### src/source/ppu_types_pkg.sv
package ppu_types_pkg;

  // Raw two-bit color index as stored in tile data, before the palette
  typedef logic [1:0] gb_color_t;

  // One entry of the background pixel FIFO
  typedef struct packed {
    gb_color_t color;
    logic      valid;
  } pixel_t;

  // Request side of the VRAM Wishbone classic bus
  // The address is a byte offset into the 8 KiB VRAM, not a CPU address
  typedef struct packed {
    logic        cyc;
    logic        stb;
    logic [12:0] adr;
  } vram_wb_req_t;

  // Response side of the VRAM bus
  // Data is only meaningful in the cycle where ack is high
  typedef struct packed {
    logic       ack;
    logic [7:0] dat;
  } vram_wb_rsp_t;

  // Shaded pixel as it leaves the PPU toward the LCD
  // The coordinates let a consumer place it without counting itself
  typedef struct packed {
    logic       valid;
    logic [7:0] x;
    logic [7:0] y;
    logic [1:0] shade;
  } lcd_pixel_t;

endpackage
### src/source/ppu_pixel_fifo.sv
module ppu_pixel_fifo #(
  parameter int FIFO_DEPTH = 16
) (
  input  logic                  clk,
  input  logic                  reset,
  input  logic                  flush,
  input  logic                  push,
  input  ppu_types_pkg::pixel_t push_data,
  input  logic                  pop,
  output ppu_types_pkg::pixel_t pop_data,
  output logic                  empty
);

  localparam int PTR_W = $clog2(FIFO_DEPTH);
  localparam int CNT_W = $clog2(FIFO_DEPTH + 1);

  ppu_types_pkg::pixel_t mem [FIFO_DEPTH];

  logic [PTR_W-1:0] wr_ptr;
  logic [PTR_W-1:0] rd_ptr;
  logic [CNT_W-1:0] count;
  logic do_push;
  logic do_pop;

  assign empty = (count == CNT_W'(0));

  // Guard both ends so a stray request cannot corrupt the count
  assign do_push = push && (count != CNT_W'(FIFO_DEPTH));
  assign do_pop = pop && !empty;

  // Head of the queue is visible without a read cycle
  assign pop_data = mem[rd_ptr];

  always_ff @(posedge clk or posedge reset) begin
    if (reset) begin
      wr_ptr <= '0;
      rd_ptr <= '0;
      count  <= '0;
    end else if (flush) begin
      // Leftover pixels from the previous line are dropped
      wr_ptr <= '0;
      rd_ptr <= '0;
      count  <= '0;
    end else begin
      if (do_push) begin
        wr_ptr <= (wr_ptr == PTR_W'(FIFO_DEPTH - 1)) ? '0 : wr_ptr + PTR_W'(1);
      end
      if (do_pop) begin
        rd_ptr <= (rd_ptr == PTR_W'(FIFO_DEPTH - 1)) ? '0 : rd_ptr + PTR_W'(1);
      end
      // Simultaneous push and pop leave the count unchanged
      if (do_push && !do_pop) begin
        count <= count + CNT_W'(1);
      end else if (do_pop && !do_push) begin
        count <= count - CNT_W'(1);
      end
    end
  end

  always_ff @(posedge clk) begin
    if (do_push) begin
      mem[wr_ptr] <= push_data;
    end
  end

endmodule

### config.mk
export PLATFORM = sky130hd
export DESIGN_NAME = ppu_pixel_fifo
export DESIGN_NICKNAME = d
export VERILOG_FILES = /design/src/source/ppu_types_pkg.sv /design/src/source/ppu_pixel_fifo.sv
export SDC_FILE = /design/constraint.sdc
export NUM_CORES = 1
export LEC_CHECK = 0
export ABC_CLOCK_PERIOD_IN_PS = 3200
export BUFFER_PORTS_ARGS = -buffer_cell sky130_fd_sc_hd__buf_2
export CELL_PAD_IN_SITES_DETAIL_PLACEMENT = 1
export CELL_PAD_IN_SITES_GLOBAL_PLACEMENT = 2
export CORE_MARGIN = 3
export CORE_UTILIZATION = 30
export CTS_CLUSTER_SIZE = 25
export DETAILED_ROUTE_END_ITERATION = 10
export GPL_ROUTABILITY_DRIVEN = 0
export PLACE_DENSITY_LB_ADDON = 0.1
export SETUP_SLACK_MARGIN = 0.1
export SLEW_MARGIN = 30
export SYNTH_ARGS = -nofsm -noshare
export SYNTH_HDL_FRONTEND = slang
export SYNTH_SLANG_ARGS = --single-unit
### constraint.sdc
create_clock -name clk -period 3.2 [get_ports clk]
set_input_delay 0.16 -clock clk [delete_from_list [all_inputs] [get_ports clk]]
set_output_delay 0.16 -clock clk [all_outputs]
set_load 0.02 [all_outputs]
==> metrics.txt <==
status=finished clean; DPL Wire Length=approximately 4.4 mm; Initial Utilization=between 30% and 40%; CTS root buf=clkbuf_8; die area=10620 µm²; number of synthesized register bits=just over 60; xor/xnor share of the synthesized area=0.9296%; GR peak layer=met2; routed len/inst=~20 µm; Register-to-Register Setup Slack=0.31 ns; crit-path max FO=7; main combinational cell family by area after synthesis=multiplexers; sequential area share after synthesis=approximately 63%; Synth Flop Type=edfxtp_1; top cell type's share of synthesized area=a little over 50%; Inserted Diodes=0; Slew headroom=between 50% and 60%; vias in the first global route=1802; CTS tree=yes; fmax=between 300 and 400 MHz; Fin. Hold Viols=0; Sequential Power Share=approximately 40%; worst setup path category=flip-flop to flip-flop; peak supply drop=0.1932 mV; CP required=between 3 and 4 ns; post-synthesis adder-cell area fraction=under 10%; Setup TNS Final=0 ns; EDFF count, synth=between 40 and 50; final clock period utilization by the worst path=roughly nine tenths; PD cells=~770 nW/µm²; asr flop ratio synth=a little over a fifth; final wirelength=roughly 6.3 mm; # nets final=between 200 and 250; routed vias=roughly 1600; layout overhead on the synthesized area=14.52%; met2 GRT Util=19.39%; drt pass-1 iters=4; Setup Skew=approximately 0.008 ns; CTS sink count=61; NetSw=about 0.8 mW; Yosys cell types=41; combinational share of power=28.8%; critical path startpoint category=flip-flop; setup repair bufs after CTS=0; synth top area cells=edfxtp_1 (51%), mux4_2 (12%), dfrtp_1 (12%); setup violators final=0; Remaining DRCs=0; cell internal pwr=around 1.7 mW; gr ovfl total=0; synthesized area per cell=between 15 and 20 µm²; Arr. time, crit path=3.15 ns; die height=103.1 µm; clock buffer depth=2; share of cells above drive strength 1=about a quarter; Clk network pwr share=between 30% and 40%; Final Critical Period=2.891 ns; Compound-Gate Fraction of Synth Area=approximately 8%; Ys Warns=0; RSZ-0062 raised after global routing=false; IO Pins=12; Reg clk slew, reported paths=~0.080 ns; met3 Use GR=around 3.3%; Sw Ratio=about a third; CP endpoint kind=flip-flop; I/O Buffers=11; width of the die=103.1 µm; Routed Antenna Nets=0; # H-tree levels=3; Post-Syn Instances=between 150 and 200; via/cell ratio=5.123; first-pass GRT wire length=slightly above 10 mm; syn nets=a little over 200; mux contribution to synthesized area=between 10 and 15%; Worst Tran Pin Value=0.7414 ns; worst skew pair latency=around 0.34 ns; Max Cap Violations=0; Simple-Gate Fraction of Synth Area=approximately 8%; CTS buffer count=9; initial antenna violation count=0; # rows=34; HP Class=input pin to flip-flop; met1 Use GR=a little under a fifth; pins over their slew limit=0; area leader, netlist=edfxtp_1; 1st-iter DRT viols=90; Pleak=about 1.1 nW; core area=roughly 9000 µm²; global-route usage over all layers=between 10% and 20%; pin count of the biggest net entering global routing=18; Syn Std Cell Area=between 2000 and 3000 µm²; total power=roughly 2.5 mW
worst paths after layout:
path | start | to | cells after the start
min in group asynchronous | reset | count[2] | 3
hold reg to reg | wr_ptr[1] | wr_ptr[1] | 2
setup reg to reg | count[0] | count[4] | 8
hold / removal | push | count[4] | 3
max in group asynchronous | reset | wr_ptr[3] | 3
setup / recovery | count[0] | count[4] | 8
metal layers:
metal  wire length, µm  part of all wire [%]
met5                 0                     0
met4               116                   1.8
met3               163                   2.6
met1              3197                    51
met2              2843                    45
per-stage QoR:
stage	area (µm²)	hold slack (ns)	setup slack (ns)	std cells	util (%)
after floorplan	2826	0.03696	0.7627	187	-
after detailed placement	3002	0.2576	0.2886	301	33.60
final	3237	0.1829	0.3086	318	36.23
after CTS	3233	0.1422	0.2559	318	36.19
after global routing	3237	0.1620	0.1294	318	36.23
after global placement	3002	0.2475	0.3795	301	33.60
placed cells by master (no fill, tap or decap), types with 3 or more instances in the layout:
cell type	count
nand2_1	11
a21o_1	3
nor2_1	19
buf_2	11
ha_1	9
a21oi_1	6
edfxtp_1	48
nand3_1	4
nand2b_1	5
inv_1	6
nor2b_1	3
a21boi_0	3
nor3_1	5
dfrtp_1	13
clkbuf_8	9
mux4_2	15
cell usage after synthesis (2+ instances only):
library cell,count
edfxtp_1,48
nor2_1,19
mux4_2,15
dfrtp_1,13
nand2_1,11
ha_1,9
a21oi_1,7
inv_1,6
nand2b_1,5
nor3_1,5
clkbuf_1,4
nand3_1,4
a21boi_0,3
a21o_1,3
buf_2,3
nor2b_1,3
a31oi_1,2
mux2i_1,2
o21ai_0,2
xnor2_1,2
critical path: stages, from the launching register on:
cell and delay [ns]:
dfrtp_1 0.47, nor4_1 0.63, a21oi_2 0.25, nand2_1 0.23
ha_1 0.32, a21oi_1 0.25, a211oi_1 0.14, a311o_1 0.34
a31oi_1 0.17
registers in the layout, indices dropped and copies added (netlist names):
register  cells
mem          48
count         5
rd_ptr        4
wr_ptr        4
cell type report:
class | count | area [µm²]
repair buffers | 14 | 80.08
clock inverters | 7 | 97.59
clock buffers | 9 | 123.9
flip-flops and latches | 61 | 1767
well taps | 108 | 135.1
multi-input cells | 113 | 1011
fillers | 931 | 5697
inverters | 6 | 22.52
power by group through the flow:
stage	logic (mW)	clock network, mW	registers (mW)
after floorplan	0.550	0	0.980
after global placement	0.706	0	1.01
after detailed placement	0.719	0	1.01
after CTS	0.724	0.790	0.997
after global routing	0.795	0.829	1.01
final	0.715	0.770	0.998
repair_timing:
item | in CTS | in global routing
endpoints found under the setup margin | 0 | 1
hold endpoints to repair | 13 | 0
resized for setup | 0 | 1
hold buffers | 1 | 0
cells by family after synthesis:
kind of cell | after synthesis
DFF | 61
and+or+nand+nor | 50
AOI/OAI and AO/OA | 30
muxes | 20
buffers and inverters | 13
adders and majority gates | 10
xor gates and xnor gates | 3
No activity file was read; power rests on OpenSTA's default activity.
