## config.mk

```make
export PLATFORM = sky130hd
export DESIGN_NAME = ppu_line_timer
export DESIGN_NICKNAME = d
export VERILOG_FILES = /design/src/source/ppu_regs_pkg.sv /design/src/source/ppu_line_timer.sv
export SDC_FILE = /design/constraint.sdc
export NUM_CORES = 1
export LEC_CHECK = 0
export ABC_AREA = 0
export BUFFER_PORTS_ARGS = -buffer_cell sky130_fd_sc_hd__buf_2
export CAP_MARGIN = 20
export CORE_MARGIN = 4
export CORE_UTILIZATION = 43
export CTS_CLUSTER_DIAMETER = 30
export DETAILED_ROUTE_END_ITERATION = 8
export PLACE_DENSITY = 0.66
export RECOVER_POWER = 25
export REMOVE_ABC_BUFFERS = 1
export SLEW_MARGIN = 10
export SYNTH_ARGS = -nofsm -noshare
export SYNTH_HDL_FRONTEND = slang
export SYNTH_SLANG_ARGS = --single-unit
export TNS_END_PERCENT = 10
```

## constraint.sdc

```tcl
create_clock -name clk -period 2.6 [get_ports clk]
set_clock_uncertainty 0.15 [all_clocks]
set_input_delay 0.13 -clock clk [delete_from_list [all_inputs] [get_ports clk]]
set_output_delay 0.13 -clock clk [all_outputs]
set_load 0.03 [all_outputs]
```

## src/source/ppu_regs_pkg.sv

```systemverilog
package ppu_regs_pkg;

  // LCDC bit assignment, bit 7 first
  // Only tile_data_sel, bg_map and bg_en steer this background-only design
  typedef struct packed {
    logic lcd_en;
    logic win_map;
    logic win_en;
    logic tile_data_sel;
    logic bg_map;
    logic obj_size;
    logic obj_en;
    logic bg_en;
  } lcdc_flags_t;

  // The host writes LCDC as a plain byte while the RTL reads the flags
  typedef union packed {
    logic [7:0]  raw;
    lcdc_flags_t flags;
  } lcdc_t;

  // Register block seen by the PPU, held static by the host
  typedef struct packed {
    lcdc_t      lcdc;
    logic [7:0] scx;
    logic [7:0] scy;
    logic [7:0] bgp;
  } ppu_regs_t;

  // Encoding follows the STAT mode field
  typedef enum logic [1:0] {
    mode_hblank = 2'd0,
    mode_vblank = 2'd1,
    mode_oam    = 2'd2,
    mode_draw   = 2'd3
  } ppu_mode_t;

  // Length of the OAM scan phase at the start of each visible line
  localparam int MODE2_LEN = 80;

  // Dots per line and lines per frame, including the vertical blank
  localparam int LINE_DOTS = 456;
  localparam int VISIBLE_LINES = 144;
  localparam int FRAME_LINES = 154;

  // Visible pixels per line
  localparam int SCREEN_W = 160;

endpackage

```

## src/source/ppu_line_timer.sv

```systemverilog
module ppu_line_timer (
  input  logic                    clk,
  input  logic                    reset,
  input  logic                    line_done,
  output ppu_regs_pkg::ppu_mode_t mode,
  output logic [7:0]              ly,
  output logic [8:0]              dot,
  output logic                    line_start
);

  logic last_dot;
  logic [7:0] next_ly;

  // The final dot of a line closes it whatever mode is active
  assign last_dot = (dot == 9'(ppu_regs_pkg::LINE_DOTS - 1));

  // Line counter wraps from the last vertical blank line back to line 0
  assign next_ly = (ly == 8'(ppu_regs_pkg::FRAME_LINES - 1)) ? 8'd0 : ly + 8'd1;

  // Flush pulse for the fetch path, only on lines that will be drawn
  assign line_start = (dot == 9'd0) && (ly < 8'(ppu_regs_pkg::VISIBLE_LINES));

  always_ff @(posedge clk or posedge reset) begin
    if (reset) begin
      dot  <= 9'd0;
      ly   <= 8'd0;
      mode <= ppu_regs_pkg::mode_oam;
    end else if (last_dot) begin
      dot <= 9'd0;
      ly  <= next_ly;
      // A new line opens with OAM scan when visible, otherwise it is blanking
      if (next_ly < 8'(ppu_regs_pkg::VISIBLE_LINES)) begin
        mode <= ppu_regs_pkg::mode_oam;
      end else begin
        mode <= ppu_regs_pkg::mode_vblank;
      end
    end else begin
      dot <= dot + 9'd1;
      case (mode)
        ppu_regs_pkg::mode_oam: begin
          // Drawing begins on dot 80, right after the scan window
          if (dot == 9'(ppu_regs_pkg::MODE2_LEN - 1)) begin
            mode <= ppu_regs_pkg::mode_draw;
          end
        end
        ppu_regs_pkg::mode_draw: begin
          // Drawing length depends on the fine scroll, so the mixer ends it
          if (line_done) begin
            mode <= ppu_regs_pkg::mode_hblank;
          end
        end
        default: begin
          // HBlank and VBlank hold until the line ends
          mode <= mode;
        end
      endcase
    end
  end

endmodule

```

==> key figures <==
Placed design
  – RD Place Congestion: 0.810
  – Port buffer count: 22
  – Placed insts: 158
  – Placed cell areas: 1170 µm²
  – HPWL Detailed: 1690 µm
  – Setup WS pre-CTS: 0.421 ns

Floorplanning
  – Die Span X: 57.2 µm
  – CORE AREA: 2250 µm²
  – I/O pins: 23
  – Initial Utilization: 46.2%
  – Cell Rows: 17
  – Die H: 57.2 µm
  – Die Area: 3270 µm²

Setup path
  – Cell family with most CP delay: simple AND/OR/NAND/NOR gates
  – Worst path depth: 6
  – Critical path class: flop to flop
  – WP data arrival: 2.28 ns
  – Critical Path Max Stage Delay: 0.42 ns
  – Required time worst endpoint: 2.68 ns
  – Crit path cell chain: ha_1 -> and4b_1 -> and4_1 -> nand2b_1 -> a311o_1 -> a21oi_1
  – R2r worst-path depth: 6
  – Setup crit end kind: flop
  – Crit Path Max Fanout: 11
  – Critical-path top delay cell: dfrtp_1
  – WP buf/inv: 0
  – Startpoint types: flop

Clocking
  – CTS Root Cell: clkbuf_4
  – CTS clk-pin slew, worst paths: 0.10 ns
  – TritonCTS clock tree: built
  – CTS Sinks: 19
  – Setup repair bufs after CTS: 0
  – Clock buffer depth: 2
  – Clock latency on the worst-skew pair: 0.29 ns
  – Depth of the CTS H-tree: 1
  – CTS Buf Count: 3
  – CTS Hold Bufs: 2
  – CTS resizes: 0

GRT
  – Via count of the first global-routing pass: 829
  – Grt ovf: 0
  – Largest net degree at the start of global routing: 20
  – Global-route wire length before repair: 3860 µm
  – All-Layer GR Usage: 15.0%
  – Initial antenna violation count: 0

Detailed routing
  – Via count of the routed design: 885
  – Antenna-violating nets left: 0
  – Residual DRC: 0
  – Post-Route WL: 2230 µm
  – Detailed Route Iter0 Violations: 19
  – DR WL/cell: 13.6 µm
  – Initial DRT Pass Iterations: 4
  – Vias per inst: 5.40

STA
  – Min setup slack post-route: 0.400 ns
  – Final Cycle Share: 84.6%
  – Slew Viols, Final: 0
  – WHS: 0.332 ns
  – Final Hold Fails: 0
  – Worst Tran Pin Value: 0.710 ns
  – RSZ-0062 raised after global routing: no
  – Setup Total Neg Slack: 0 ns
  – Peak Freq: 455 MHz
  – Relative slew slack: 52.6%
  – Fin crit period: 2.20 ns
  – Final setup violation count: 0

Cells and area
  – Nets: 144
  – Post-layout util: 53.9%
  – Non-filler instance count after layout: 164
  – Antenna cells: 0
  – Fin area: 1220 µm²
  – Fillers: 231
  – Layout area overhead: 16.8%
  – Layout cells sized above 1: 19.1%

Synthesis
  – Register bit total from synthesis: 19
  – Synthesized cell area: 1040 µm²
  – Ys flop type: dfrtp_1
  – Post-synthesis sequential area ratio: 45.8%
  – Cells after Synth: 111
  – Most common cell in the synthesized netlist: dfrtp_1
  – Mean Syn Cell Area: 9.38 µm²
  – Synth warnings: 0
  – Yosys cell types: 33
  – Synth area leaders: dfrtp_1 43%, nand2_1 5.4%, o21ai_0 5.3%
  – Post-synth top cells: 18 x dfrtp_1, 15 x nand2_1, 11 x o21ai_0
  – Synth top area share: 43.3%
  – Post-synth EDFFs: 0
  – Asr flop ratio synth: 100%
  – Area leader, netlist: dfrtp_1

Job
  – Max-capacitance violation count: 0

Power
  – VDD IR-drop max: 0.000293 V
  – PD cells: 368 nW/µm²
  – Total Power: 0.447 mW
  – P_leak: 0.565 nW

Hold path
  – Worst hold path type: input port to async pin

Run status
  – Run status: completed
cell usage in the layout, fill, tap and decap left out, types with 2 or more instances in the layout:
master,synthesis,final
a21oi_1,3,3
nor2_1,6,6
nand3_1,7,7
o22ai_1,2,2
and3_1,6,6
buf_2,2,20
nand4b_1,2,2
inv_1,5,5
dlygate4sd3_1,0,2
xnor2_1,6,6
clkbuf_4,0,3
xor2_1,3,3
nand2b_1,2,2
nor3_1,2,2
nand2_1,15,15
ha_1,4,4
dfrtp_1,18,18
o21ai_0,11,11
clkbuf_1,1,3
area by class of cell:
class                           instances  area (µm²)  share of cell area, %
Multi-Input combinational cell         84         532                   43.7
Sequential cell                        19         477                   39.2
Timing Repair Buffer                   24         128                   10.5
Tap cell                               28        35.0                   2.88
Clock buffer                            4        26.3                   2.16
Inverter                                5        18.8                   1.54
state kept, by name, summed over array words and instances (netlist names):
signal and cells:
ly 8, dot 9, mode 2
worst paths after layout:
check | start | endpoint | slack (ns)
setup reg to reg | dot[0] | mode[0] | 0.40
setup / recovery | dot[0] | mode[0] | 0.40
hold reg to reg | dot[0] | dot[0] | 0.37
min in group clk | dot[0] | dot[0] | 0.37
max in group asynchronous | reset | dot[5] | 1.52
hold / removal | reset | ly[2] | 0.33
power by group:
part | leakage [nW] | switching [mW] | internal (mW)
Combinational | 0.308 | 0.00623 | 0.00307
Clock | 0.0150 | 0.0830 | 0.0597
Sequential | 0.242 | 0 | 0.295
Total | 0.565 | 0.0892 | 0.358
cells by family after synthesis:
family	count (synthesis)	synth area share, %
DFF	19	45.8
buffers and inverters	8	3.12
xor gates and xnor gates	9	7.57
muxes	1	1.08
adders and majority gates	4	4.81
and+or+nand+nor	48	25.0
AOI/OAI and AO/OA	22	12.6
worst reg2reg max path: stages (launching register included):
cell and delay (ns):
dfrtp_1 0.42, ha_1 0.26, and4b_1 0.26, and4_1 0.41, nand2b_1 0.16, a311o_1 0.37
a21oi_1 0.12
metal layers:
metal  part of all wire [%]  vias up  global-route usage (%)  routed length, µm
met3                    4.8        2                    4.75                106
met5                      0        -                       0                  0
met2                     46       17                    23.0               1030
met4                   0.81        0                    3.64                 18
met1                     48      419                    20.6               1070
li1                       -      447                       -                  -
Power figures use the tool's default switching activity.
