## src/source/ppu_regs_pkg.sv

```systemverilog
package ppu_regs_pkg;

  // LCDC bit assignment, bit 7 first
  // Only tile_data_sel, bg_map and bg_en steer this background-only design
  typedef struct packed {
    logic lcd_en;
    logic win_map;
    logic win_en;
    logic tile_data_sel;
    logic bg_map;
    logic obj_size;
    logic obj_en;
    logic bg_en;
  } lcdc_flags_t;

  // The host writes LCDC as a plain byte while the RTL reads the flags
  typedef union packed {
    logic [7:0]  raw;
    lcdc_flags_t flags;
  } lcdc_t;

  // Register block seen by the PPU, held static by the host
  typedef struct packed {
    lcdc_t      lcdc;
    logic [7:0] scx;
    logic [7:0] scy;
    logic [7:0] bgp;
  } ppu_regs_t;

  // Encoding follows the STAT mode field
  typedef enum logic [1:0] {
    mode_hblank = 2'd0,
    mode_vblank = 2'd1,
    mode_oam    = 2'd2,
    mode_draw   = 2'd3
  } ppu_mode_t;

  // Length of the OAM scan phase at the start of each visible line
  localparam int MODE2_LEN = 80;

  // Dots per line and lines per frame, including the vertical blank
  localparam int LINE_DOTS = 456;
  localparam int VISIBLE_LINES = 144;
  localparam int FRAME_LINES = 154;

  // Visible pixels per line
  localparam int SCREEN_W = 160;

endpackage

```

## src/source/ppu_types_pkg.sv

```systemverilog
package ppu_types_pkg;

  // Raw two-bit color index as stored in tile data, before the palette
  typedef logic [1:0] gb_color_t;

  // One entry of the background pixel FIFO
  typedef struct packed {
    gb_color_t color;
    logic      valid;
  } pixel_t;

  // Request side of the VRAM Wishbone classic bus
  // The address is a byte offset into the 8 KiB VRAM, not a CPU address
  typedef struct packed {
    logic        cyc;
    logic        stb;
    logic [12:0] adr;
  } vram_wb_req_t;

  // Response side of the VRAM bus
  // Data is only meaningful in the cycle where ack is high
  typedef struct packed {
    logic       ack;
    logic [7:0] dat;
  } vram_wb_rsp_t;

  // Shaded pixel as it leaves the PPU toward the LCD
  // The coordinates let a consumer place it without counting itself
  typedef struct packed {
    logic       valid;
    logic [7:0] x;
    logic [7:0] y;
    logic [1:0] shade;
  } lcd_pixel_t;

endpackage
```

## src/source/ppu_pixel_mixer.sv

```systemverilog
module ppu_pixel_mixer (
  input  logic                      clk,
  input  logic                      reset,
  input  ppu_regs_pkg::ppu_mode_t   mode,
  input  logic [7:0]                ly,
  input  ppu_regs_pkg::ppu_regs_t   regs,
  input  logic                      fifo_empty,
  input  ppu_types_pkg::pixel_t     pop_data,
  output logic                      pop,
  output ppu_types_pkg::lcd_pixel_t pixel,
  output logic                      line_done
);

  // Pixels already taken on this line
  logic [7:0] x_count;

  logic drawing;
  logic last_pixel;
  ppu_types_pkg::gb_color_t color;

  assign drawing = (mode == ppu_regs_pkg::mode_draw);

  // Stop at the screen width even if the fetcher keeps filling the FIFO
  assign pop = drawing && !fifo_empty && (x_count < 8'(ppu_regs_pkg::SCREEN_W));

  assign last_pixel = (x_count == 8'(ppu_regs_pkg::SCREEN_W - 1));

  // With the background disabled every pixel shows palette entry 0
  assign color = regs.lcdc.flags.bg_en ? pop_data.color : 2'd0;

  always_ff @(posedge clk or posedge reset) begin
    if (reset) begin
      x_count <= 8'd0;
    end else if (!drawing) begin
      x_count <= 8'd0;
    end else if (pop) begin
      x_count <= x_count + 8'd1;
    end
  end

  // Output stage, one cycle behind the pop
  always_ff @(posedge clk or posedge reset) begin
    if (reset) begin
      pixel     <= '0;
      line_done <= 1'b0;
    end else begin
      pixel.valid <= pop && pop_data.valid;
      pixel.x     <= x_count;
      pixel.y     <= ly;
      // BGP holds two shade bits per color, color 0 in the low pair
      pixel.shade <= {regs.bgp[{color, 1'b1}], regs.bgp[{color, 1'b0}]};
      line_done   <= pop && last_pixel;
    end
  end

endmodule

```

## config.mk

```make
export PLATFORM = sky130hd
export DESIGN_NAME = ppu_pixel_mixer
export DESIGN_NICKNAME = d
export VERILOG_FILES = /design/src/source/ppu_regs_pkg.sv /design/src/source/ppu_types_pkg.sv /design/src/source/ppu_pixel_mixer.sv
export SDC_FILE = /design/constraint.sdc
export NUM_CORES = 1
export LEC_CHECK = 0
export ABC_CLOCK_PERIOD_IN_PS = 1440
export BUFFER_PORTS_ARGS = -buffer_cell sky130_fd_sc_hd__buf_2
export CAP_MARGIN = 20
export CORE_MARGIN = 3
export CORE_UTILIZATION = 40
export DETAILED_ROUTE_END_ITERATION = 10
export PLACE_DENSITY = 0.85
export SLEW_MARGIN = 20
export SYNTH_ARGS = -nofsm -noshare
export SYNTH_HDL_FRONTEND = slang
export SYNTH_SLANG_ARGS = --single-unit
```

## constraint.sdc

```tcl
create_clock -name clk -period 1.44 [get_ports clk]
set_input_delay 0 -clock clk [delete_from_list [all_inputs] [get_ports clk]]
set_output_delay 0 -clock clk [all_outputs]
set_load 0.03 [all_outputs]
```

==> impl_metrics.py, run 1 <==
metrics = {
    "outcome": {
        "outcome": "complete, no violations",
    },
    "place": {
        "io_buffer_count": 45,
        "place_hpwl_um": 1650,
        "place_congestion": 0.830,
    },
    "worst_setup_path": {
        "path_max_fanout": 6,
        "worst_ep_arrival_time_ns": 1.64,
        "rrSetupSlack_ns": 0.07,
        "crit_required_ns": 1.71,
        "crit_path_end": "x_count[4]$_DFFE_PP0P_",
        "r2r-start": "x_count[6]$_DFFE_PP0P_",
        "r2r_cells": 3,
        "cp-start-kind": "flip-flop",
        "r2r-end": "x_count[4]$_DFFE_PP0P_",
        "path_class": "reg -> reg",
        "cp-startpoint": "x_count[6]$_DFFE_PP0P_",
        "end_kind": "flip-flop",
    },
    "power_and_ir_drop": {
        "pwr-share-clk_pct": 27.2,
        "power-per-cell-area_nw_per_um2": 900,
        "p_comb_share_pct": 13.9,
        "leakagePower_uw": 0.000790,
        "swShare_pct": 24.0,
        "vdd_drop_max_mv": 0.539,
        "p_int_uw": 1050,
        "power.switching_uw": 332,
        "power_uw": 1380,
        "seqPwrFrac_pct": 58.9,
    },
    "clocking": {
        "clk_latency_ns": 0.33,
        "clk_pin_slew_ns": 0.14,
        "cts_buffers": 3,
        "cts_tree": "done",
        "ctsHtreeMaxLevel": 1,
        "cts.sinks": 28,
        "cts_root_buf": "clkbuf_4",
        "clockBufferDepth": 2,
    },
    "routing": {
        "vias_per_cell": 5.08,
        "ant_nets": 0,
        "wl_um": 2450,
        "wire_per_inst_um": 14.2,
        "first_pass_iters": 4,
        "drcViolationCount": 0,
        "drtIter0Drc": 20,
        "num_vias": 879,
    },
    "global_routing": {
        "grt_pass1_wl_um": 3930,
        "use_met2_pct": 28.1,
        "use_met1_pct": 18.7,
        "grt_max_degree": 29,
        "grt_usage_pct": 16.0,
        "met3_usage_pct": 3.22,
        "grt_pass1_vias": 878,
        "grt_overflow": 0,
        "grt.busiest_layer": "met2",
        "antenna_found_initial": 0,
    },
    "timing": {
        "hold_viol": 0,
        "setup_viol": 0,
        "max_freq_mhz": 729,
        "drv_slew": 0,
        "skew_ns": 0.00252,
        "rsz0062_at_grt": "false",
        "tightestPinTransition_ns": 0.374,
        "post-route-min-period_ns": 1.37,
        "min_period_over_period_pct": 95.3,
        "relSlewSlack_pct": 74.9,
        "tns_ns": 0,
    },
    "floorplan": {
        "num_rows": 17,
        "coreArea_um2": 2320,
        "dieArea_um2": 3220,
        "die_y_um": 56.7,
        "start_util_pct": 44.4,
        "die_x_um": 56.7,
        "ios": 69,
    },
    "logic_synthesis": {
        "syn_area_per_cell_um2": 13.2,
        "yosys_warnings": 0,
        "synth_edf_count": 0,
        "synthFlopType": "dfrtp_1",
        "ys_ff_latch": 28,
        "syn_nets": 127,
        "synthCells": 78,
        "seq_area_frac_synth_pct": 68.0,
        "synthesis.area_um2": 1030,
        "synthArstFlopShare_pct": 100,
        "synth_cell_types": 23,
    },
    "layout": {
        "fin_nets": 195,
        "fill_cells": 170,
        "seq_area_um2": 701,
        "diodes": 0,
        "areaGrowthSynthToFinish_pct": 49.3,
        "multi_input_area_um2": 353,
        "drive_gt1_share_pct": 43.4,
        "final_core_util_pct": 66.3,
    },
    "hold_path": {
        "worstHoldPathType": "in -> reg",
    },
    "flow_run": {
        "max_cap_viol_count": 0,
    },
}
worst min path at each step:
stage               startpoint             endpoint  depth (start not counted)
floorplan                ly[0]   pixel[2]$_DFF_PP0_                          0
global placement         reset   pixel[7]$_DFF_PP0_                          3
detailed placement       reset   pixel[4]$_DFF_PP0_                          3
CTS                    mode[0]  pixel[18]$_DFF_PP0_                          3
global route           mode[0]  pixel[18]$_DFF_PP0_                          3
finish                 mode[0]  pixel[18]$_DFF_PP0_                          3
cells by family (layout without fill, tap and decap cells):
group                    Yosys count  in the layout  synth area share [%]
AND/OR/NAND/NOR                   28             28                  14.3
flip-flops                        28             28                  68.0
multiplexers                       8              8                  8.02
adder cells (fa/ha/maj)            1              1                  1.21
buffers and inverters              3             70                  1.09
AO/OA/AOI/OAI                     10             10                  7.29
power groups by stage:
stage	sequential (uW)	combinational (uW)	clock, uW
finish	815	193	376
global route	817	209	418
CTS	815	188	384
detailed placement	830	155	0
global placement	829	149	0
floorplan	872	45.7	0
cell usage after synthesis, types with 2 or more instances:
master    instances  area, um2
nand2_1          10       37.5
a22o_1            4       35.0
mux2i_1           6       60.1
mux2_2            2       22.5
inv_1             2       7.51
dfrtp_1          28        701
nand2b_1          2       12.5
o21ai_0           2       10.0
nor4_1            3       18.8
and3_1            2       12.5
nand3_1           4       20.0
o31ai_1           2       15.0
registers in the layout (all words and copies together), names as in the netlist:
signal and flops:
pixel 19, line_done 1, x_count 8
critical path, stage by stage (launching register included):
cell	delay, ns
dfrtp_1	0.43
o21a_4	0.26
or4_4	0.52
a21boi_2	0.12
stage by stage:
| step | hold WS, ns | worst slack [ns] | std cells | instance area, um2 |
|---|---|---|---|---|
| after CTS | 0.113 | 0.0120 | 172 | 1500 |
| final | 0.125 | 0.0673 | 173 | 1540 |
| after floorplan | 0.0314 | 0.102 | 78 | 1030 |
| after global routing | 0.142 | 0.00582 | 173 | 1540 |
| after detailed placement | 0.0737 | 0.0685 | 154 | 1320 |
| after global placement | 0.0681 | 0.112 | 154 | 1320 |
cell usage in the layout, fill, tap and decap left out, types with 2 or more instances in the layout:
cell	count
mux2i_1	6
o21ai_0	2
buf_2	44
a22o_1	4
dlygate4sd3_1	14
buf_4	6
nand2b_1	2
nand2_1	10
and3_1	2
nand3_1	3
dfrtp_1	28
nor4_1	3
inv_1	2
clkbuf_4	3
mux2_2	2
timing repair:
item / 4_1_cts / 5_1_grt
setup endpoints to repair: 1 / 4
endpoints found under the hold margin: 39 / 0
resized for setup: 1 / 9
hold buffers: 14 / 0
setup buffers: 0 / 1
pin swaps: 0 / 2
metal layers:
metal  vias to the layer above  part of all wire [%]
met1                       429                    41
met5                         -                     0
met3                         5                   5.8
li1                        411                     -
met4                         0                   1.8
met2                        34                    52
layout make-up:
type                       instances  share of cell area [%]
timing repair buffer              64                    26.4
sequential                        28                    45.6
multi-input combinational         47                    22.9
tap                               28                    2.28
inverter                           2                   0.488
clock buffer                       4                    2.36
(Power assumes the default switching activity.)
==> run 2, diff against run 1 <==
==> constraint.sdc (replaced) <==
create_clock -name clk -period 1.44 [get_ports clk]
set_input_delay 0.216 -clock clk [delete_from_list [all_inputs] [get_ports clk]]
set_output_delay 0.216 -clock clk [all_outputs]
set_load 0.03 [all_outputs]
==> run 2 against run 1 <==
  * The run now ends with negative setup slack left
  * Clock power is essentially flat
  * Sequential power is essentially flat
  * Setup slack lost 0.077 ns
  * Cell count is the same
  * Register-to-register slack lost 0.03 ns
  * Wire length shrank 6.3%
  * Combinational power shrank 6%
  * Critical path depth is the same
  * Largest power group unchanged
==> impl_metrics.py, run 2 (synthesized netlist as in run 1, its figures left out) <==
metrics = {
    "power_and_ir_drop": {
        "leakagePower_uw": 0.000794,
        "power-per-cell-area_nw_per_um2": 906,
        "vdd_drop_max_mv": 0.691,
        "p_int_uw": 1040,
        "pwr-share-clk_pct": 27.4,
        "seqPwrFrac_pct": 59.4,
        "p_comb_share_pct": 13.2,
        "power.switching_uw": 326,
        "swShare_pct": 23.8,
    },
    "hold_path": {
        "worstHoldPathType": "in -> reg",
    },
    "layout": {
        "fill_cells": 178,
        "drive_gt1_share_pct": 44.1,
        "fin_nets": 195,
        "seq_area_um2": 701,
        "fin_area_um2": 1510,
        "multi_input_area_um2": 337,
        "diodes": 0,
        "areaGrowthSynthToFinish_pct": 46.9,
        "reg.largest.list": "pixel x19, x_count x8, line_done x1",
        "final_common_cell": "buf_2",
        "layout_common_cells": "buf_2 (44), dfrtp_1 (28), nand2_1 (10), buf_4 (10), dlygate4sd3_1 (9)",
        "top_register": "pixel",
        "largest_reg_flops": 19,
    },
    "clocking": {
        "clockBufferDepth": 2,
        "cts_tree": "done",
        "cts_root_buf": "clkbuf_4",
        "clk_pin_slew_ns": 0.15,
        "cts.sinks": 28,
        "clk_latency_ns": 0.33,
        "ctsHtreeMaxLevel": 1,
        "cts_buffers": 3,
    },
    "timing": {
        "max_freq_mhz": 690,
        "hold_viol": 0,
        "relSlewSlack_pct": 71.4,
        "drv_slew": 0,
        "skew_ns": 0.0118,
        "setup_viol": 1,
        "rsz0062_at_grt": "true",
        "fin_ws_ns": -0.00927,
        "tightestPinTransition_ns": 0.424,
        "min_period_over_period_pct": 101,
        "tns_ns": -0.00927,
        "post-route-min-period_ns": 1.45,
    },
    "global_routing": {
        "met3_usage_pct": 2.99,
        "grt_usage_pct": 14.5,
        "use_met2_pct": 25.6,
        "use_met1_pct": 17.0,
        "grt_pass1_wl_um": 3680,
        "grt_max_degree": 29,
        "antenna_found_initial": 0,
        "grt.busiest_layer": "met2",
        "grt_overflow": 0,
        "grt_pass1_vias": 867,
    },
    "outcome": {
        "outcome": "complete, but fails checks",
        "violations": "negative setup slack",
    },
    "floorplan": {
        "coreArea_um2": 2320,
        "dieArea_um2": 3220,
        "ios": 69,
        "start_util_pct": 44.4,
        "num_rows": 17,
        "die_y_um": 56.7,
        "die_x_um": 56.7,
    },
    "worst_setup_path": {
        "crit_required_ns": 1.22,
        "path_class": "reg -> out",
        "path_max_fanout": 6,
        "worst_ep_arrival_time_ns": 1.23,
        "cp-start-kind": "flip-flop",
        "path_delay_family": "flip-flops",
        "slowest_stage": "dfrtp_1",
        "path_cells": "o21a_4 > nor2_4 > buf_6",
        "slowest_delay_ns": 0.42,
        "worst-path-buf-inv": 1,
        "end_kind": "primary output",
    },
    "place": {
        "place_congestion": 0.830,
        "placed_area_um2": 1330,
        "io_buffer_count": 45,
    },
    "routing": {
        "num_vias": 851,
        "ant_nets": 0,
        "drcViolationCount": 0,
        "first_pass_iters": 4,
        "wire_per_inst_um": 13.3,
        "vias_per_cell": 4.92,
        "wl_um": 2300,
        "drtIter0Drc": 7,
    },
    "flow_run": {
        "max_cap_viol_count": 0,
    },
}
==> run 2: path summary, 6_finish.rpt <==
check,slack [ns],from,depth (start not counted),endpoint
setup reg to reg,0.04,x_count[6]$_DFFE_PP0P_,3,x_count[6]$_DFFE_PP0P_
max in group asynchronous,0.72,reset,4,pixel[11]$_DFF_PP0_
min in group asynchronous,0.47,reset,4,x_count[4]$_DFFE_PP0P_
hold reg to reg,0.47,x_count[1]$_DFFE_PP0P_,0,pixel[11]$_DFF_PP0_
setup / recovery,-0.009,x_count[6]$_DFFE_PP0P_,3,pop
hold / removal,0.11,regs[1],2,pixel[1]$_DFF_PP0_
==> run 2: power by group through the flow <==
stage / Sequential, uW / Clock (uW) / Combinational [uW]
global route: 817 / 412 / 197
finish: 814 / 375 / 181
CTS: 815 / 381 / 179
detailed placement: 830 / 0 / 156
global placement: 829 / 0 / 151
floorplan: 872 / 0 / 45.7
==> run 2: layout make-up <==
cell class / count / share of cell area (%)
Clock buffer: 4 / 2.40
Inverter: 2 / 0.496
Multi-Input combinational cell: 47 / 22.2
Sequential cell: 28 / 46.3
Tap cell: 28 / 2.32
Timing Repair Buffer: 64 / 26.2
==> run 2: layer usage <==
metal | wire, um | share of wire (%) | vias up
li1 | - | - | 410
met1 | 864 | 38 | 405
met2 | 1250 | 55 | 30
met3 | 132 | 5.7 | 6
met4 | 45 | 2.0 | 0
met5 | 0 | 0 | -
==> run 2: through the flow <==
step	setup WS [ns]	std cells	hold WS [ns]	utilization [%]	power [uW]
final	-0.00927	173	0.114	65.2	1370
after global routing	-0.0492	173	0.114	65.2	1430
after CTS	-0.0192	170	0.107	63.8	1370
after detailed placement	0.0541	155	0.295	57.2	986
after global placement	0.106	155	0.285	57.2	980
after floorplan	0.102	78	0.247	-	917
==> run 2: what timing repair did <==
item	CTS	global route
hold buffers	9	0
pin swaps	2	2
endpoints found under the hold margin	36	0
setup buffers	2	3
resized for setup	4	2
endpoints found under the setup margin	1	4
==> run 2: worst reg2reg max path: stages (launching register included) <==
cell	delay, ns
dfrtp_1	0.42
o21a_4	0.25
nor4_1	0.43
mux2i_1	0.24
==> run 3, diff against run 2 <==
--- a/config.mk
+++ b/config.mk
@@ -6,7 +6,7 @@
 export NUM_CORES = 1
 export LEC_CHECK = 0
 export ABC_CLOCK_PERIOD_IN_PS = 1440
-export BUFFER_PORTS_ARGS = -buffer_cell sky130_fd_sc_hd__buf_2
+export BUFFER_PORTS_ARGS = -buffer_cell sky130_fd_sc_hd__buf_4
 export CAP_MARGIN = 20
 export CORE_MARGIN = 3
 export CORE_UTILIZATION = 40
==> run 3 against run 2 <==
  * The flow still finishes with violations (negative setup slack)
  * Sequential power is essentially flat
  * Global-route usage grew 1.6 points
  * Sequential share of layout area shrank 2.4 points
  * Setup slack gained 0.0079 ns
  * Clock power shrank 21%
  * Wire length grew 4.7%
  * Via count grew 0.47%
  * Critical path depth is the same
  * First-iteration DRC count is the same
  * Cell count shrank 2.3%
  * Maximum frequency grew 0.55%
  * Largest cell class unchanged
  * Highest routed layer unchanged
==> impl_metrics.py, run 3 (synthesized netlist as in run 1, its figures left out) <==
metrics = {
    "outcome": {
        "outcome": "complete, but fails checks",
        "violations": "negative setup slack",
    },
    "routing": {
        "wl_um": 2400,
        "drtIter0Drc": 7,
        "vias_per_cell": 5.06,
        "ant_nets": 0,
        "num_vias": 855,
        "first_pass_iters": 4,
        "drcViolationCount": 0,
        "wire_per_inst_um": 14.2,
    },
    "global_routing": {
        "use_met2_pct": 28.9,
        "grt.busiest_layer": "met2",
        "met3_usage_pct": 3.22,
        "antenna_found_initial": 0,
        "grt_overflow": 0,
        "grt_pass1_vias": 885,
        "grt_pass1_wl_um": 3980,
        "use_met1_pct": 18.5,
        "grt_usage_pct": 16.1,
        "grt_max_degree": 29,
    },
    "worst_setup_path": {
        "path_delay_family": "flip-flops",
        "cp-startpoint": "x_count[5]$_DFFE_PP0P_",
        "worst-path-buf-inv": 1,
        "crit_required_ns": 1.22,
        "path_max_fanout": 6,
        "path_class": "reg -> out",
        "crit_cells": 3,
        "end_kind": "primary output",
        "rrSetupSlack_ns": 0.06,
        "r2r_cells": 3,
        "cp-start-kind": "flip-flop",
        "r2r-start": "x_count[5]$_DFFE_PP0P_",
        "slowest_delay_ns": 0.42,
        "r2r-end": "x_count[5]$_DFFE_PP0P_",
        "slowest_stage": "dfrtp_1",
        "worst_ep_arrival_time_ns": 1.23,
        "path_cells": "o21a_4 > nor2_4 > buf_6",
    },
    "flow_run": {
        "max_cap_viol_count": 0,
    },
    "power_and_ir_drop": {
        "leakagePower_uw": 0.000798,
        "power_uw": 1320,
        "power-per-cell-area_nw_per_um2": 830,
        "vdd_drop_max_mv": 0.598,
    },
    "layout": {
        "final_common_cell": "buf_4",
        "fin_nets": 192,
        "top_register": "pixel",
        "fill_cells": 166,
        "largest_reg_flops": 19,
        "drive_gt1_share_pct": 44.0,
        "layout_common_cells": "buf_4 (51), dfrtp_1 (28), nand2_1 (10)",
        "final_core_util_pct": 68.8,
        "diodes": 0,
        "reg.largest.list": "pixel x19, x_count x8, line_done x1",
        "areaGrowthSynthToFinish_pct": 54.9,
    },
    "clocking": {
        "cts_root_buf": "clkbuf_4",
        "clk_latency_ns": 0.31,
        "clk_pin_slew_ns": 0.13,
        "cts.sinks": 28,
        "cts_tree": "done",
        "clockBufferDepth": 2,
        "ctsHtreeMaxLevel": 1,
        "cts_buffers": 3,
    },
    "floorplan": {
        "dieArea_um2": 3220,
        "die_y_um": 56.7,
        "num_rows": 17,
        "ios": 69,
        "coreArea_um2": 2320,
        "start_util_pct": 44.4,
        "die_x_um": 56.7,
    },
    "timing": {
        "drv_slew": 0,
        "hold_viol": 0,
        "min_period_over_period_pct": 100,
        "post-route-min-period_ns": 1.44,
        "relSlewSlack_pct": 71.6,
        "setup_viol": 1,
        "skew_ns": 0.00150,
        "rsz0062_at_grt": "true",
        "max_freq_mhz": 694,
        "fin_ws_ns": -0.00134,
        "tightestPinTransition_ns": 0.422,
    },
    "hold_path": {
        "worstHoldPathType": "in -> reg",
        "holdPathStages": 2,
        "min_to": "pixel[1]$_DFF_PP0_",
        "hold_path_startpoint": "regs[1]",
    },
    "place": {
        "place_congestion": 0.816,
        "place_hpwl_um": 1760,
        "io_buffer_count": 45,
    },
}
==> run 3: final cells by class <==
cell class                 instances  area [um2]  area share (%)
multi-input combinational         47         345            21.6
timing repair buffer              61         484            30.4
clock buffer                       3        22.5            1.41
tap                               28        35.0            2.20
sequential                        28         701            43.9
inverter                           2        7.51           0.471
==> run 3: metal layers <==
| metal | vias up | wire length (um) |
|---|---|---|
| met5 | - | 0 |
| li1 | 402 | - |
| met1 | 417 | 905 |
| met2 | 30 | 1320 |
| met3 | 6 | 135 |
| met4 | 0 | 44 |
==> run 3: through the flow <==
step | setup TNS [ns] | hold slack, ns | setup WS (ns) | instance area [um2] | std cells
detailed placement | 0 | 0.301 | 0.0485 | 1430 | 154
floorplan | 0 | 0.247 | 0.102 | 1030 | 78
CTS | -0.00379 | 0.0999 | -0.00379 | 1570 | 167
global placement | 0 | 0.296 | 0.109 | 1430 | 154
global route | -0.105 | 0.0990 | -0.0706 | 1600 | 169
finish | -0.00134 | 0.113 | -0.00134 | 1600 | 169
==> run 3: worst register-to-register path, delay by kind of cell, from the launching register on <==
| kind | cells | cell delay, ns |
|---|---|---|
| compound gates | 1 | 0.25 |
| simple gates | 1 | 0.43 |
| mux | 1 | 0.22 |
| flops | 1 | 0.42 |
==> run 3: how the worst max path moves through the flow <==
stage	end	slack, ns
after global placement	x_count[4]$_DFFE_PP0P_	0.11
after CTS	pop	-0.004
after floorplan	x_count[4]$_DFFE_PP0P_	0.10
after global routing	pop	-0.07
final	pop	-0.001
after detailed placement	x_count[7]$_DFFE_PP0P_	0.05
==> run 3: power by group <==
group	switching, uW	internal, uW	total [uW]
Combinational	102	109	211
Clock	199	97.9	297
Sequential	7.65	808	815
Total	309	1010	1320
==> run 3: timing repair <==
action	4_1_cts	5_1_grt
pin swaps	1	2
endpoints found under the hold margin	36	0
gates resized for setup	4	3
buffers inserted	1	2
hold buffers	9	0
endpoints found under the setup margin	1	4
gates cloned	0	0
